`src/pic_macros.svh`:
```
`ifndef PIC_MACROS_SVH
`define PIC_MACROS_SVH

// Line count and widths
`define PIC_NUM_IR      8
// Bits needed for a line number
`define PIC_NUM_W       3
// Host bus word
`define PIC_DATA_W      8
// ICW2 vector base, bits 7..3 of the word
`define PIC_BASE_W      5

// ICW1 bit positions
`define PIC_ICW1_IC4    0
`define PIC_ICW1_LTIM   3
// Set in every ICW1 written with A0 low
`define PIC_ICW1_SEL    4

// ICW4 bit positions
`define PIC_ICW4_AEOI   1

// OCW2 or OCW3 when ICW1 select is clear
`define PIC_OCW_SEL3    3

// OCW2 bit positions
`define PIC_OCW2_EOI    5
`define PIC_OCW2_SL     6

// OCW3 bit positions
`define PIC_OCW3_RR     1
`define PIC_OCW3_RIS    0

`endif
```
`src/pic_irq_pkg.sv`:
```
`include "pic_macros.svh"

package pic_irq_pkg;

    // One bit per interrupt line, bit 0 is IR0
    typedef logic [`PIC_NUM_IR-1:0] irq_vec_t;

    // Line number, 0 is highest priority
    typedef logic [`PIC_NUM_W-1:0] irq_num_t;

    // Vector returned on the second acknowledge
    typedef logic [`PIC_DATA_W-1:0] vector_t;

    // Acknowledge sequence
    // FIRST after the first inta pulse
    // SECOND for the one cycle the vector is out
    typedef enum logic [1:0] {
        ACK_IDLE   = 2'd0,
        ACK_FIRST  = 2'd1,
        ACK_SECOND = 2'd2
    } ack_phase_t;

endpackage

```
`src/pic_cfg_pkg.sv`:
```
`include "pic_macros.svh"

package pic_cfg_pkg;

    // One word on the host data bus
    typedef logic [`PIC_DATA_W-1:0] pic_word_t;

    // Vector base, upper five bits of the vector
    typedef logic [`PIC_BASE_W-1:0] vec_base_t;

    // Command word with A0 low and ICW1 select clear
    // Bit 3 tells which of the two views holds
    typedef union packed {
        // OCW2 view, bit 3 clear
        struct packed {
            // Rotate, ignored in fixed priority
            logic                  r;
            // Specific level
            logic                  sl;
            // End of interrupt
            logic                  eoi;
            // ICW1 select and OCW3 select, both zero
            logic [1:0]            fixed_zero;
            // Line named by a specific command
            logic [`PIC_NUM_W-1:0] level;
        } ocw2;
        // OCW3 view, bit 3 set
        struct packed {
            logic                  rsvd;
            // Special mask mode enable and value
            logic [1:0]            mask_mode;
            // ICW1 select low, OCW3 select high
            logic [1:0]            sel;
            logic                  poll;
            // Read register enable
            logic                  rr;
            // ISR rather than IRR
            logic                  ris;
        } ocw3;
    } ocw23_u;

endpackage

```
`src/pic_controller.sv`:
```
`timescale 1ns/100ps
`include "pic_macros.svh"

module pic_controller (
    input  logic                  write_ICW_1,
    input  logic                  write_ICW_1_rst,
    input  logic                  wr,
    input  logic                  rd,
    input  logic                  a0,
    input  pic_cfg_pkg::pic_word_t din,
    input  pic_irq_pkg::irq_vec_t  ir,
    input  logic                  inta,
    output logic                  intr,
    output logic                  vec_valid,
    output pic_cfg_pkg::pic_word_t dout
);
    import pic_cfg_pkg::*;
    import pic_irq_pkg::*;

    // Configuration from the decoder
    logic      level_mode;
    logic      aeoi;
    logic      read_isr;
    logic      init_clear;
    logic      eoi_nonspecific;
    vec_base_t vec_base;
    irq_vec_t  mask;
    irq_vec_t  eoi_specific;

    // Per-line state and controls
    irq_vec_t  grant;
    irq_vec_t  eoi_clear;
    irq_vec_t  irr_vec;
    irq_vec_t  isr_vec;
    irq_vec_t  request_vec;

    pic_command_decoder u_command_decoder (
        .write_ICW_1     (write_ICW_1),
        .write_ICW_1_rst (write_ICW_1_rst),
        .wr              (wr),
        .a0              (a0),
        .din             (din),
        .level_mode      (level_mode),
        .aeoi            (aeoi),
        .read_isr        (read_isr),
        .vec_base        (vec_base),
        .mask            (mask),
        .eoi_specific    (eoi_specific),
        .eoi_nonspecific (eoi_nonspecific),
        .init_clear      (init_clear)
    );

    // One channel per IR line
    for (genvar i = 0; i < `PIC_NUM_IR; i++) begin : g_ir
        pic_ir_channel u_ir_channel (
            .write_ICW_1     (write_ICW_1),
            .write_ICW_1_rst (write_ICW_1_rst),
            .ir_line         (ir[i]),
            .level_mode      (level_mode),
            .mask_bit        (mask[i]),
            .grant_bit       (grant[i]),
            .eoi_bit         (eoi_clear[i]),
            .init_clear      (init_clear),
            .irr             (irr_vec[i]),
            .isr             (isr_vec[i]),
            .request         (request_vec[i])
        );
    end

    pic_priority_ack u_priority_ack (
        .write_ICW_1     (write_ICW_1),
        .write_ICW_1_rst (write_ICW_1_rst),
        .inta            (inta),
        .rd              (rd),
        .aeoi            (aeoi),
        .read_isr        (read_isr),
        .vec_base        (vec_base),
        .request_vec     (request_vec),
        .irr_vec         (irr_vec),
        .isr_vec         (isr_vec),
        .eoi_specific    (eoi_specific),
        .eoi_nonspecific (eoi_nonspecific),
        .intr            (intr),
        .grant           (grant),
        .eoi_clear       (eoi_clear),
        .vec_valid       (vec_valid),
        .dout            (dout)
    );

endmodule

```
`src/pic_priority_ack.sv`:
```
`timescale 1ns/100ps
`include "pic_macros.svh"

module pic_priority_ack (
    input  logic                   write_ICW_1,
    input  logic                   write_ICW_1_rst,
    input  logic                   inta,
    input  logic                   rd,
    input  logic                   aeoi,
    input  logic                   read_isr,
    input  pic_cfg_pkg::vec_base_t  vec_base,
    input  pic_irq_pkg::irq_vec_t   request_vec,
    input  pic_irq_pkg::irq_vec_t   irr_vec,
    input  pic_irq_pkg::irq_vec_t   isr_vec,
    input  pic_irq_pkg::irq_vec_t   eoi_specific,
    input  logic                   eoi_nonspecific,
    output logic                   intr,
    output pic_irq_pkg::irq_vec_t   grant,
    output pic_irq_pkg::irq_vec_t   eoi_clear,
    output logic                   vec_valid,
    output pic_cfg_pkg::pic_word_t  dout
);
    import pic_irq_pkg::*;

    // Lowest set bit wins, IR0 first
    function automatic irq_num_t first_set(input irq_vec_t v);
        irq_num_t n;
        n = '0;
        for (int i = `PIC_NUM_IR - 1; i >= 0; i--) begin
            if (v[i]) begin
                n = irq_num_t'(i);
            end
        end
        return n;
    endfunction

    ack_phase_t phase;
    irq_num_t   req_num;
    irq_num_t   isr_num;
    irq_num_t   ack_num;
    // First pulse found a real request
    logic       ack_hit;
    logic       int_cond;
    logic       first_pulse;
    logic       second_pulse;
    irq_vec_t   aeoi_clear;
    vector_t    vector;

    assign req_num = first_set(request_vec);
    assign isr_num = first_set(isr_vec);

    // Request must outrank everything in service
    assign int_cond = (|request_vec) && (!(|isr_vec) || (req_num < isr_num));

    assign first_pulse  = inta && (phase == ACK_IDLE);
    assign second_pulse = inta && (phase == ACK_FIRST);

    // Moves the line from IRR to ISR
    assign grant = (first_pulse && int_cond) ? (irq_vec_t'(1) << req_num) : '0;

    // AEOI ends service on the second pulse edge
    assign aeoi_clear = (second_pulse && aeoi && ack_hit) ? (irq_vec_t'(1) << ack_num) : '0;

    always_comb begin
        eoi_clear = eoi_specific | aeoi_clear;
        // Non-specific EOI ends the highest in service
        if (eoi_nonspecific && (|isr_vec)) begin
            eoi_clear = eoi_clear | (irq_vec_t'(1) << isr_num);
        end
    end

    // Base times eight plus the line
    assign vector    = {vec_base, ack_num};
    assign vec_valid = (phase == ACK_SECOND);

    // Vector beats a register read
    assign dout = vec_valid ? vector :
                  rd        ? (read_isr ? isr_vec : irr_vec) : '0;

    always_ff @(posedge write_ICW_1 or posedge write_ICW_1_rst) begin
        if (write_ICW_1_rst) begin
            phase   <= ACK_IDLE;
            ack_num <= '0;
            ack_hit <= 1'b0;
            intr    <= 1'b0;
        end else begin
            intr <= int_cond;
            case (phase)
                ACK_IDLE: begin
                    if (inta) begin
                        // No request left means spurious IR7
                        ack_num <= int_cond ? req_num : '1;
                        ack_hit <= int_cond;
                        phase   <= ACK_FIRST;
                    end
                end
                ACK_FIRST: begin
                    if (inta) begin
                        phase <= ACK_SECOND;
                    end
                end
                default: begin
                    phase <= ACK_IDLE;
                end
            endcase
        end
    end

endmodule

```
`src/pic_ir_channel.sv`:
```
`timescale 1ns/100ps

module pic_ir_channel (
    input  logic write_ICW_1,
    input  logic write_ICW_1_rst,
    input  logic ir_line,
    input  logic level_mode,
    input  logic mask_bit,
    input  logic grant_bit,
    input  logic eoi_bit,
    input  logic init_clear,
    output logic irr,
    output logic isr,
    output logic request
);

    // Line value from the previous edge
    logic prev_ir;
    logic rise;

    assign rise = ir_line & ~prev_ir;

    // Masked lines still show in IRR
    assign request = irr & ~mask_bit;

    // Edge history keeps running through init
    always_ff @(posedge write_ICW_1 or posedge write_ICW_1_rst) begin
        if (write_ICW_1_rst) begin
            prev_ir <= 1'b0;
        end else begin
            prev_ir <= ir_line;
        end
    end

    // Request register
    always_ff @(posedge write_ICW_1 or posedge write_ICW_1_rst) begin
        if (write_ICW_1_rst) begin
            irr <= 1'b0;
        end else if (init_clear || grant_bit) begin
            irr <= 1'b0;
        end else if (level_mode) begin
            // Level mode tracks the line
            irr <= ir_line;
        end else if (rise) begin
            irr <= 1'b1;
        end
    end

    // In-service bit, set by the first acknowledge
    always_ff @(posedge write_ICW_1 or posedge write_ICW_1_rst) begin
        if (write_ICW_1_rst) begin
            isr <= 1'b0;
        end else if (init_clear) begin
            isr <= 1'b0;
        end else if (grant_bit) begin
            isr <= 1'b1;
        end else if (eoi_bit) begin
            isr <= 1'b0;
        end
    end

endmodule

```
`src/pic_command_decoder.sv`:
```
`timescale 1ns/100ps
`include "pic_macros.svh"

module pic_command_decoder (
    input  logic                  write_ICW_1,
    input  logic                  write_ICW_1_rst,
    input  logic                  wr,
    input  logic                  a0,
    input  pic_cfg_pkg::pic_word_t din,
    output logic                  level_mode,
    output logic                  aeoi,
    output logic                  read_isr,
    output pic_cfg_pkg::vec_base_t vec_base,
    output pic_irq_pkg::irq_vec_t  mask,
    output pic_irq_pkg::irq_vec_t  eoi_specific,
    output logic                  eoi_nonspecific,
    output logic                  init_clear
);
    import pic_cfg_pkg::*;
    import pic_irq_pkg::*;

    // Initialization progress, both low when ready
    logic    expect_icw2;
    logic    expect_icw4;
    // ICW4 requested by the last ICW1
    logic    need_icw4;

    logic    icw1_wr;
    logic    ocw23_wr;
    logic    hi_wr;
    logic    ocw2_wr;
    logic    ocw3_wr;
    ocw23_u  ocw;

    // Address decode of the write
    assign icw1_wr  = wr & ~a0 & din[`PIC_ICW1_SEL];
    assign ocw23_wr = wr & ~a0 & ~din[`PIC_ICW1_SEL];
    assign hi_wr    = wr & a0;

    // Same word read as OCW2 or OCW3
    assign ocw     = din;
    assign ocw2_wr = ocw23_wr & ~din[`PIC_OCW_SEL3];
    assign ocw3_wr = ocw23_wr & din[`PIC_OCW_SEL3];

    // Channels drop IRR and ISR on the ICW1 edge
    assign init_clear = icw1_wr;

    // Specific EOI as a one-hot of the named level
    assign eoi_specific = (ocw2_wr && ocw.ocw2.eoi && ocw.ocw2.sl) ?
                          (irq_vec_t'(1) << ocw.ocw2.level) : '0;

    // Non-specific EOI, resolved against ISR downstream
    assign eoi_nonspecific = ocw2_wr & ocw.ocw2.eoi & ~ocw.ocw2.sl;

    always_ff @(posedge write_ICW_1 or posedge write_ICW_1_rst) begin
        if (write_ICW_1_rst) begin
            expect_icw2 <= 1'b0;
            expect_icw4 <= 1'b0;
            need_icw4   <= 1'b0;
            level_mode  <= 1'b0;
            aeoi        <= 1'b0;
            read_isr    <= 1'b0;
            vec_base    <= '0;
            mask        <= '1;
        end else if (icw1_wr) begin
            // Restart, ICW2 always comes next
            expect_icw2 <= 1'b1;
            expect_icw4 <= 1'b0;
            need_icw4   <= din[`PIC_ICW1_IC4];
            level_mode  <= din[`PIC_ICW1_LTIM];
            aeoi        <= 1'b0;
            read_isr    <= 1'b0;
            mask        <= '1;
        end else begin
            if (hi_wr && expect_icw2) begin
                // ICW2, upper bits of the vector
                vec_base    <= din[`PIC_DATA_W-1 -: `PIC_BASE_W];
                expect_icw2 <= 1'b0;
                expect_icw4 <= need_icw4;
            end else if (hi_wr && expect_icw4) begin
                aeoi        <= din[`PIC_ICW4_AEOI];
                expect_icw4 <= 1'b0;
            end else if (hi_wr) begin
                // OCW1 once initialized
                mask <= din;
            end
            // RR low leaves the read select alone
            if (ocw3_wr && ocw.ocw3.rr) begin
                read_isr <= ocw.ocw3.ris;
            end
        end
    end

endmodule

```
`config.mk`:
```
export PLATFORM = sky130hd
export DESIGN_NAME = pic_controller
export DESIGN_NICKNAME = d
export VERILOG_FILES = /design/src/pic_irq_pkg.sv /design/src/pic_cfg_pkg.sv /design/src/pic_controller.sv /design/src/pic_priority_ack.sv /design/src/pic_ir_channel.sv /design/src/pic_command_decoder.sv
export VERILOG_INCLUDE_DIRS = /design/src
export SDC_FILE = /design/constraint.sdc
export NUM_CORES = 1
export LEC_CHECK = 0
export BUFFER_PORTS_ARGS = -buffer_cell sky130_fd_sc_hd__buf_2
export CAP_MARGIN = 20
export CORE_UTILIZATION = 25
export CTS_CLUSTER_SIZE = 12
export DETAILED_ROUTE_END_ITERATION = 12
export GPL_ROUTABILITY_DRIVEN = 0
export PLACE_DENSITY = 0.53
export SLEW_MARGIN = 10
export SYNTH_ARGS = -nofsm -noshare
export SYNTH_HDL_FRONTEND = slang
export SYNTH_HIERARCHICAL = 1
export SYNTH_SLANG_ARGS = --single-unit
```
`constraint.sdc`:
```
create_clock -name write_ICW_1 -period 3.1 [get_ports write_ICW_1]
set_input_delay 0.31 -clock write_ICW_1 [delete_from_list [all_inputs] [get_ports write_ICW_1]]
set_output_delay 0.31 -clock write_ICW_1 [all_outputs]
set_load 0.1 [all_outputs]
```
After elaboration in Yosys (flattened, before gate mapping). Cells that the tools add are included.

Register bits: 50. Bits in latches: 0. Memory bits (writable): 0. ROM bits: 0. Input bits: 22. Word-level logic and storage cells: 234. Memories kept: 0.

Add/subtract/negate cells: 0. $mul: 0. Div/mod/pow operators: 0. $lt $le $gt $ge: 1. Equal/unequal tests: 6. Shift operators: 4. Mux-type cells: 89. Bitwise operators: 47. Reductions and logical operators: 51.

Operator list (number): $mux W8 (11); $mux W1 (58); $mux W3 (17); $reduce_bool A3 Y1 (17); $shl A1 B3 Y8 const A (4); $and A1 B1 Y1 (24); $not A1 Y1 (21); $or A8 B8 Y8 (2); $reduce_or A8 Y1 (2); $logic_and A1 B1 Y1 (12); $logic_or A1 B1 Y1 (9); $reduce_and A2 Y1 (4); $reduce_bool A2 Y1 (4); $mux W2 (2); $ne A2 B1 Y1 const B (2); $ne A2 B2 Y1 const B (2); $pmux W2 S2 (1); $lt A3 B3 Y1 (1); $reduce_and A3 Y1 (1); $eq A2 B1 Y1 const B (1); $eq A2 B2 Y1 const B (1); $logic_not A2 Y1 (1); $logic_not A1 Y1 (1).

Depth between registers and ports, before layout. Gate-level depths: netlist of the first run.

Depth in word-level cells: 17. Gate-level depth with buffers: 12.

Hierarchy. The synthesis of the first run kept the hierarchy.

Modules (own cells, without submodules): pic_ir_channel (instances 8, cells each 12, area each 136.4 um2, sequential area each 75.1 um2); pic_priority_ack (instances 1, cells each 124, area each 904.6 um2, sequential area each 175.2 um2); pic_command_decoder (instances 1, cells each 80, area each 879.6 um2, sequential area each 485.5 um2).

Worst setup path after synthesis of the first run. Ideal clock, no wire load.

Kind: flip-flop to output port. Start point: register u_priority_ack.phase[1]. End point: output dout[0]. Data arrival time: 3.652 ns. Data required time: 2.790 ns. Slack: -0.862 ns. Stages on the path, launching flop included: 5. Buffers on the path: 1. Cells stage by stage: dfrtp_1 nor2b_1 clkbuf_1 nand2b_1 o21ai_0.

Word-level cells in the longest chain between the ends: 2.

RTL lines: start, declared (line pic_priority_ack.sv:37) `ack_phase_t phase;`; start signal, assigned (line pic_priority_ack.sv:82) `phase <= ACK_IDLE;`; start signal, assigned (line pic_priority_ack.sv:94) `phase <= ACK_FIRST;`; start signal, assigned (line pic_priority_ack.sv:99) `phase <= ACK_SECOND;`; $eq A2 B2 Y1 (line pic_priority_ack.sv:74) `assign vec_valid = (phase == ACK_SECOND);`; via vec_valid (line pic_controller.sv:14) `output logic vec_valid,`; $mux W8 (line pic_priority_ack.sv:77) `assign dout = vec_valid ? vector :`; end, declared (line pic_controller.sv:15) `output pic_cfg_pkg::pic_word_t dout`.

The timed path passes the listed nets, and every way through them passes these cells.

Worst setup path in the final report of the first run.
Start point: register u_command_decoder.mask[5]. End point: register g_ir[1].u_ir_channel.isr.

Word-level cells in the longest chain between the ends: 15.

RTL lines: start, declared (line pic_command_decoder.sv:14) `output pic_irq_pkg::irq_vec_t mask,`; start signal, assigned (line pic_command_decoder.sv:85) `mask <= din;`; $not A1 Y1 * (line pic_ir_channel.sv:24) `assign request = irr & ~mask_bit;`; $and A1 B1 Y1 * (line pic_ir_channel.sv:24); via request_vec[5] (line pic_controller.sv:35) `irq_vec_t request_vec;`; $mux W3 (6 in series) (line pic_priority_ack.sv:30) `if (v[i]) begin`; $lt A3 B3 Y1 (line pic_priority_ack.sv:53) `assign int_cond = (|request_vec) && (!(|isr_vec) || (req_num < isr_num));`; $logic_or A1 B1 Y1 (line pic_priority_ack.sv:53); $logic_and A1 B1 Y1 (line pic_priority_ack.sv:53); $logic_and A1 B1 Y1 (line pic_priority_ack.sv:59) `assign grant = (first_pulse && int_cond) ? (irq_vec_t'(1) << req_num) : '0;`; $mux W8 * (line pic_priority_ack.sv:59); via grant[1] (line pic_controller.sv:31) `irq_vec_t grant;`; $mux W1 (line pic_ir_channel.sv:55) `end else if (grant_bit) begin`; $mux W1 (line pic_ir_channel.sv:53) `end else if (init_clear) begin`; end signal, assigned (line pic_ir_channel.sv:52) `isr <= 1'b0;`; end signal, assigned (line pic_ir_channel.sv:54) `isr <= 1'b0;`; end signal, assigned (line pic_ir_channel.sv:56) `isr <= 1'b1;`; end, declared (line pic_ir_channel.sv:13) `output logic isr,`.

Mark *: on every way through the listed nets, which the timed path passes. The rest lies on a longest branch. A chain may end at the register's enable or synchronous reset.

==> metrics, run 1 <==
status finished with violations; failing checks negative hold slack; NumNets Final between 300 and 400; Die H 109 um; root buf cell clkbuf_16; Post-Syn Nets between 300 and 400; maximum VDD drop ~400 uV; IO Port Bufs 31; f_max 368 MHz; EDFF count, synth 0; Slew headroom 43.6%; Setup Buffers After CTS 0; worst slack on hold paths -2.25 ps; layout cells sized above 1 26.2%; Max Cap Viol 0; width of the die approximately 110 um; Residual DRC 0; Starting Density a little over a quarter; grt ovf 0; worst-case reg-to-reg path depth 10; Final Core Density 30.5%; vias between 2000 and 2500; vias in the first global route 2308; Detailed Route Iter0 Violations between 150 and 200; # setup viols final 0; num ports 32; CTS Sinks 50; Worst R2R End g_ir[1].u_ir_channel/isr$_DFFE_PP0P_; # resized after CTS 0; Final Max Tran Viols 0; Psw about 1.3 mW; largest net degree at the start of global routing 20; power share of the sequential group 34.2%; logic gate share of total power 45.0%; HP Class in -> async; Reg2Reg Setup Slack 380 ps; register area share after synthesis 43.9%; Clk pin slew, worst setup/hold paths around 70 ps; Final Non-Filler Cells 476; Syn Std Cell Area around 2900 um^2; RSZ-0062 raised after global routing false; Mapped Cells 300; CP arrival 2930 ps; number of buffers inserted during clock tree synthesis 5; Post-synth top flop dfrtp_1; async set or reset register ratio after synthesis 100%; critical-path maximum fanout 4; fin crit share 87.7%; GR Util All Layers a little over an eighth; core footprint approximately 11000 um^2; Netlist cell types 51; Routed Antenna Nets 0; Switching Share a little over two fifths; H-Tree Depth 2; Detailed Routing Iterations Pass 1 4; ant diodes 0; Internal Power between 1.5 and 2 mW; Rows 38; FF-to-FF Start u_command_decoder/mask[5]$_DFFE_PP1P_; drt total wl 7.40 mm; critical path class reg -> reg; Setup Total Neg Slack 0 ps; Worst Tran Pin Value 836 ps; placed insts about 470; synth warn 6; Avg Inst Size Synth 9.58 um^2; per-cell routed wire length 15.5 um; leak pwr ~1.4 nW; clk_lat worst skew 280 ps; Hold Vio Cnt, Final 8; top-count cell post-synth dfrtp_1; initial antenna violation count 0; DP HPWL 5.78 mm; Synth top cells by count dfrtp_1, nor2_1, inv_1; final clock skew 4.04 ps; crit start category register; flops & latches, synth 50; cell taking the most area after synthesis dfrtp_1; total power 2.97 mW; Power Density just under 900 nW/um^2; # fillers 1182; # hold bufs at CTS 0; CTS tree done; Syn-to-layout area delta 16.9%; first-pass GRT wire length 12.0 mm; min Tclk post-route 2720 ps; CP endpoint kind register; drt via density 4.91; full die area about 12000 um^2; CTS max path bufs 2; clock power share 20.8%; Synth area leaders dfrtp_1, dfstp_2, nor2b_1; Synth top area share between 30 and 40%; Crit path required time 3310 ps
[worst max-delay path by stage]
stage | endpoint | start
floorplan | dout[0] | u_priority_ack/phase[1]$_DFFE_PP0P_
global placement | g_ir[1].u_ir_channel/isr$_DFFE_PP0P_ | u_command_decoder/mask[5]$_DFFE_PP1P_
detailed placement | g_ir[1].u_ir_channel/isr$_DFFE_PP0P_ | u_command_decoder/mask[5]$_DFFE_PP1P_
CTS | g_ir[1].u_ir_channel/isr$_DFFE_PP0P_ | u_command_decoder/mask[5]$_DFFE_PP1P_
global route | g_ir[1].u_ir_channel/isr$_DFFE_PP0P_ | u_command_decoder/mask[5]$_DFFE_PP1P_
finish | g_ir[1].u_ir_channel/isr$_DFFE_PP0P_ | u_command_decoder/mask[5]$_DFFE_PP1P_
[layout by cell type (no fill, tap or decap), types with 2 or more instances in the layout]
cell type,count
inv_1,25
nand4_1,3
nand3_1,10
nor3_1,7
buf_4,3
nand2_1,19
a21oi_1,16
o21ai_1,8
a31oi_1,2
nand3b_1,2
o21ai_0,6
nand2b_4,8
o31ai_1,3
dfstp_2,8
buf_2,31
ha_1,2
a221o_1,4
mux2_2,7
mux2i_1,8
nor2b_1,24
nor2_1,36
nor3b_1,2
clkbuf_16,5
a21oi_2,9
nand2b_1,3
nor3_2,8
o22a_1,9
dfrtp_1,42
[power by group through the flow]
stage                     Clock, mW  Sequential (mW)  Combinational, mW
after floorplan                   0            0.996               1.06
after global placement            0             1.03               1.32
after detailed placement          0             1.03               1.34
after CTS                     0.633             1.02               1.35
after global routing          0.656             1.04               1.46
final                         0.617             1.02               1.34
[cell families (layout without fill, tap and decap cells)]
group | count (synthesis) | after routing | synth area share [%]
compound gates | 68 | 68 | 16.8
xor+xnor | 1 | 1 | 0.305
fa+ha+maj | 2 | 2 | 0.870
buf+inv | 31 | 67 | 4.39
flops | 50 | 50 | 43.9
mux | 15 | 15 | 5.53
simple gates | 133 | 133 | 28.2
[area by class of cell]
| cell class | instances | area, um^2 | share of cell area, % |
|---|---|---|---|
| Tap cell | 140 | 175 | 5.21 |
| Inverter | 25 | 93.8 | 2.79 |
| Clock buffer | 6 | 129 | 3.83 |
| Multi-Input combinational cell | 219 | 1490 | 44.3 |
| Timing Repair Buffer | 34 | 178 | 5.28 |
| Sequential cell | 50 | 1260 | 37.5 |
| Clock inverter | 2 | 37.5 | 1.12 |
[per-stage QoR]
step	worst slack [ps]	instance area [um^2]	hold slack [ps]
floorplan	-134	2880	63.6
global placement	526	3200	311
detailed placement	402	3200	315
CTS	385	3360	7.68
global route	127	3360	18.7
finish	382	3360	-2.25
[layer usage]
| metal | vias up | GRT usage (%) | share of wire (%) |
|---|---|---|---|
| met2 | 61 | 22.5 | 48 |
| li1 | 1117 | - | - |
| met3 | 16 | 2.87 | 4.7 |
| met1 | 1141 | 17.3 | 45 |
| met5 | - | 0 | 0 |
| met4 | 0 | 4.00 | 2.4 |
[registers in the layout, indices dropped and copies added, names as in the netlist]
register and cells:
u_command_decoder/vec_base 5, u_command_decoder/aeoi 1, u_command_decoder/expect_icw2 1, u_priority_ack/phase 2, g_ir.u_ir_channel/isr 8, u_command_decoder/expect_icw4 1
u_priority_ack/intr 1, u_command_decoder/read_isr 1, u_priority_ack/ack_num 3, u_command_decoder/need_icw4 1, u_command_decoder/mask 8, u_command_decoder/level_mode 1
g_ir.u_ir_channel/prev_ir 8, g_ir.u_ir_channel/irr 8, u_priority_ack/ack_hit 1
[critical path, stage by stage (launching register included)]
cell,delay [ps]
dfstp_2,530
nor2b_1,60
nor4_1,500
nor2_1,150
ha_1,350
a21oi_1,160
o21a_2,190
nand3b_1,150
nor3_1,370
a21oi_1,70
nor2_1,100
Note: power is estimated with default switching activity, not from simulation.
==> run 2, diff against run 1 <==
--- a/config.mk
+++ b/config.mk
@@ -13,6 +13,7 @@
 export DETAILED_ROUTE_END_ITERATION = 12
 export GPL_ROUTABILITY_DRIVEN = 0
 export PLACE_DENSITY = 0.53
+export REMOVE_ABC_BUFFERS = 1
 export SLEW_MARGIN = 10
 export SYNTH_ARGS = -nofsm -noshare
 export SYNTH_HDL_FRONTEND = slang
==> metrics, run 2 (synthesis results as in run 1) <==
CTS Sinks 50 (unchanged); fin crit share 86.0% (-1.6 points); hold path depth 1; CP arrival 2880 ps (-50 ps); worst-case reg-to-reg path depth 10 (unchanged); Die H 109 um (unchanged); commonest non-fill, non-tap cell in the layout dfrtp_1; Clk pin slew, worst setup/hold paths 70 ps (about the same); core footprint 11000 um^2 (unchanged); maximum VDD drop 404 uV (+0.80%); Setup Total Neg Slack 0 ps (unchanged); final clock skew 6.12 ps (+2.08 ps); vias 2293 (-1.8%); # setup viols final 0 (unchanged); largest net degree at the start of global routing 20 (unchanged); post-route cell area 3380 um^2 (+0.52%); min Tclk post-route 2670 ps (-50.7 ps); Final Core Density 30.6% (+0.16 points); clock power share 20.7% (about the same); H-Tree Depth 2 (unchanged); Syn-to-layout area delta 17.5%; drt total wl 7.39 mm (about the same); Final Max Tran Viols 0 (unchanged); critical-path maximum fanout 5 (+1); critical path class reg -> reg; first-pass GRT wire length 12.3 mm (+2.0%); root buf cell clkbuf_16; CP endpoint kind register; Switching Share 43.6% (-0.052 points); Power Density 886 nW/um^2 (+0.16%); IO Port Bufs 31 (unchanged); drt via density 4.80 (-2.2%); vias in the first global route 2290 (-0.78%); power share of the sequential group 34.1% (about the same); Detailed Route Iter0 Violations 121 (-28%); f_max 375 MHz (+1.9%); Reg area 1260 um^2 (unchanged); initial antenna violation count 0 (unchanged); Worst R2R End g_ir[2].u_ir_channel/isr$_DFFE_PP0P_; number of buffers inserted during clock tree synthesis 5 (unchanged); Routed Antenna Nets 0 (unchanged); Max Cap Viol 0 (unchanged); placed insts 469 (+0.21%); most frequent cells in the layout dfrtp_1, nor2_1, buf_2; full die area 11900 um^2 (unchanged); logic gate share of total power 45.2% (+0.2 points); Slew headroom 47.7% (+4.1 points); area of the multi-input gates 1490 um^2 (unchanged); critical path cell sequence nor2b_1 -> nor4_1 -> nor2_1 -> ha_1 -> a21oi_1 -> o21a_2 -> o211ai_2 -> nor3_1 -> a21oi_1 -> nor2_1; Reg2Reg Setup Slack 430 ps (+50 ps); ant diodes 0 (unchanged); Psw 1.30 mW (+0.56%); CTS tree done; HP Class in -> reg; # fillers 1186 (+0.34%); CTS max path bufs 2 (unchanged); Worst Tran Pin Value 776 ps (-59.3 ps); width of the die 109 um (unchanged); status finished clean; DP HPWL 5.75 mm (-0.41%); num ports 32 (unchanged); leak pwr 1.44 nW (+0.65%); crit start category register; Placed Area 3200 um^2 (+0.24%); clk_lat worst skew 290 ps (about the same); Rows 38 (unchanged); Starting Density 26.1% (unchanged); CP max stage delay 530 ps (about the same); Final Non-Filler Cells 478 (+0.42%); Worst Hold Path EP g_ir[4].u_ir_channel/prev_ir$_DFF_PP0_; GR Util All Layers 13.8% (+0.31 points); Hold Startpoint ir[4]; Internal Power 1.69 mW (+0.77%); RSZ-0062 raised after global routing false; per-cell routed wire length 15.5 um (-0.46%); NumNets Final 361 (+0.56%); Crit path required time 3310 ps (about the same); layout cells sized above 1 26.3% (+0.14 points); Hold Vio Cnt, Final 0 (-8); Residual DRC 0 (unchanged); # resized after CTS 0 (unchanged); slowest stage cell, crit path dfstp_2; grt ovf 0 (unchanged); FF-to-FF Start u_command_decoder/mask[5]$_DFFE_PP1P_; Detailed Routing Iterations Pass 1 4 (unchanged)
==> run 2: cell count changes in the layout (fill, tap and decap cells not counted), sizes merged <==
| cell | before | now |
|---|---|---|
| dlygate4sd3 | 0 | 1 |
| buf | 34 | 35 |
==> run 2: final cells by class <==
type / instances / share of cell area, %
multi-input combinational: 219 / 44.0
clock buffer: 6 / 3.81
clock inverter: 2 / 1.11
inverter: 25 / 2.78
timing repair buffer: 36 / 5.78
tap: 140 / 5.18
sequential: 50 / 37.3
==> run 2: stage by stage <==
stage / hold WS [ps] / worst slack, ps / power [mW]
2_1_floorplan: 63.6 / -644 / 2.04
3_3_place_gp: 308 / 550 / 2.37
3_5_place_dp: 310 / 456 / 2.38
4_1_cts: 144 / 431 / 3.02
5_1_grt: 137 / 184 / 3.18
6_report: 147 / 433 / 2.99
==> run 2: worst max path at each step <==
stage                                      endpoint                                  start  depth (start not counted)  slack, ps
3_5_place_dp   g_ir[0].u_ir_channel/isr$_DFFE_PP0P_  u_command_decoder/mask[5]$_DFFE_PP1P_                         10        460
2_1_floorplan                               dout[0]    u_priority_ack/phase[1]$_DFFE_PP0P_                          3       -640
6_report       g_ir[2].u_ir_channel/isr$_DFFE_PP0P_  u_command_decoder/mask[5]$_DFFE_PP1P_                         10        430
5_1_grt        g_ir[1].u_ir_channel/isr$_DFFE_PP0P_  u_command_decoder/mask[5]$_DFFE_PP1P_                         10        180
3_3_place_gp   g_ir[0].u_ir_channel/isr$_DFFE_PP0P_  u_command_decoder/mask[5]$_DFFE_PP1P_                         10        550
4_1_cts        g_ir[0].u_ir_channel/isr$_DFFE_PP0P_  u_command_decoder/mask[5]$_DFFE_PP1P_                         10        430
==> run 2: repair_timing <==
action,in CTS,in global routing
endpoints found under the hold margin,1,0
hold buffers,1,0
buffers inserted,0,0
==> run 2: critical path: cells and delay by family, from the launching register on <==
family / cells / cell delay, ps
and+or+nand+nor: 5 / 1120
AOI/OAI and AO/OA: 4 / 600
DFF: 1 / 530
adders and majority gates: 1 / 350
==> run 2: power by group through the flow <==
stage / clock, mW / combinational (mW) / sequential [mW]
2_1_floorplan: 0 / 1.04 / 1.01
3_3_place_gp: 0 / 1.34 / 1.03
3_5_place_dp: 0 / 1.35 / 1.04
4_1_cts: 0.641 / 1.36 / 1.02
5_1_grt: 0.668 / 1.47 / 1.04
6_report: 0.621 / 1.35 / 1.02
==> run 2: per-layer routing <==
metal / vias up / GRT usage [%] / part of all wire, %
li1: 1128 / - / -
met2: 57 / 21.8 / 47
met5: - / 0 / 0
met3: 10 / 2.39 / 4.9
met1: 1098 / 18.3 / 46
met4: 0 / 6.10 / 2.1
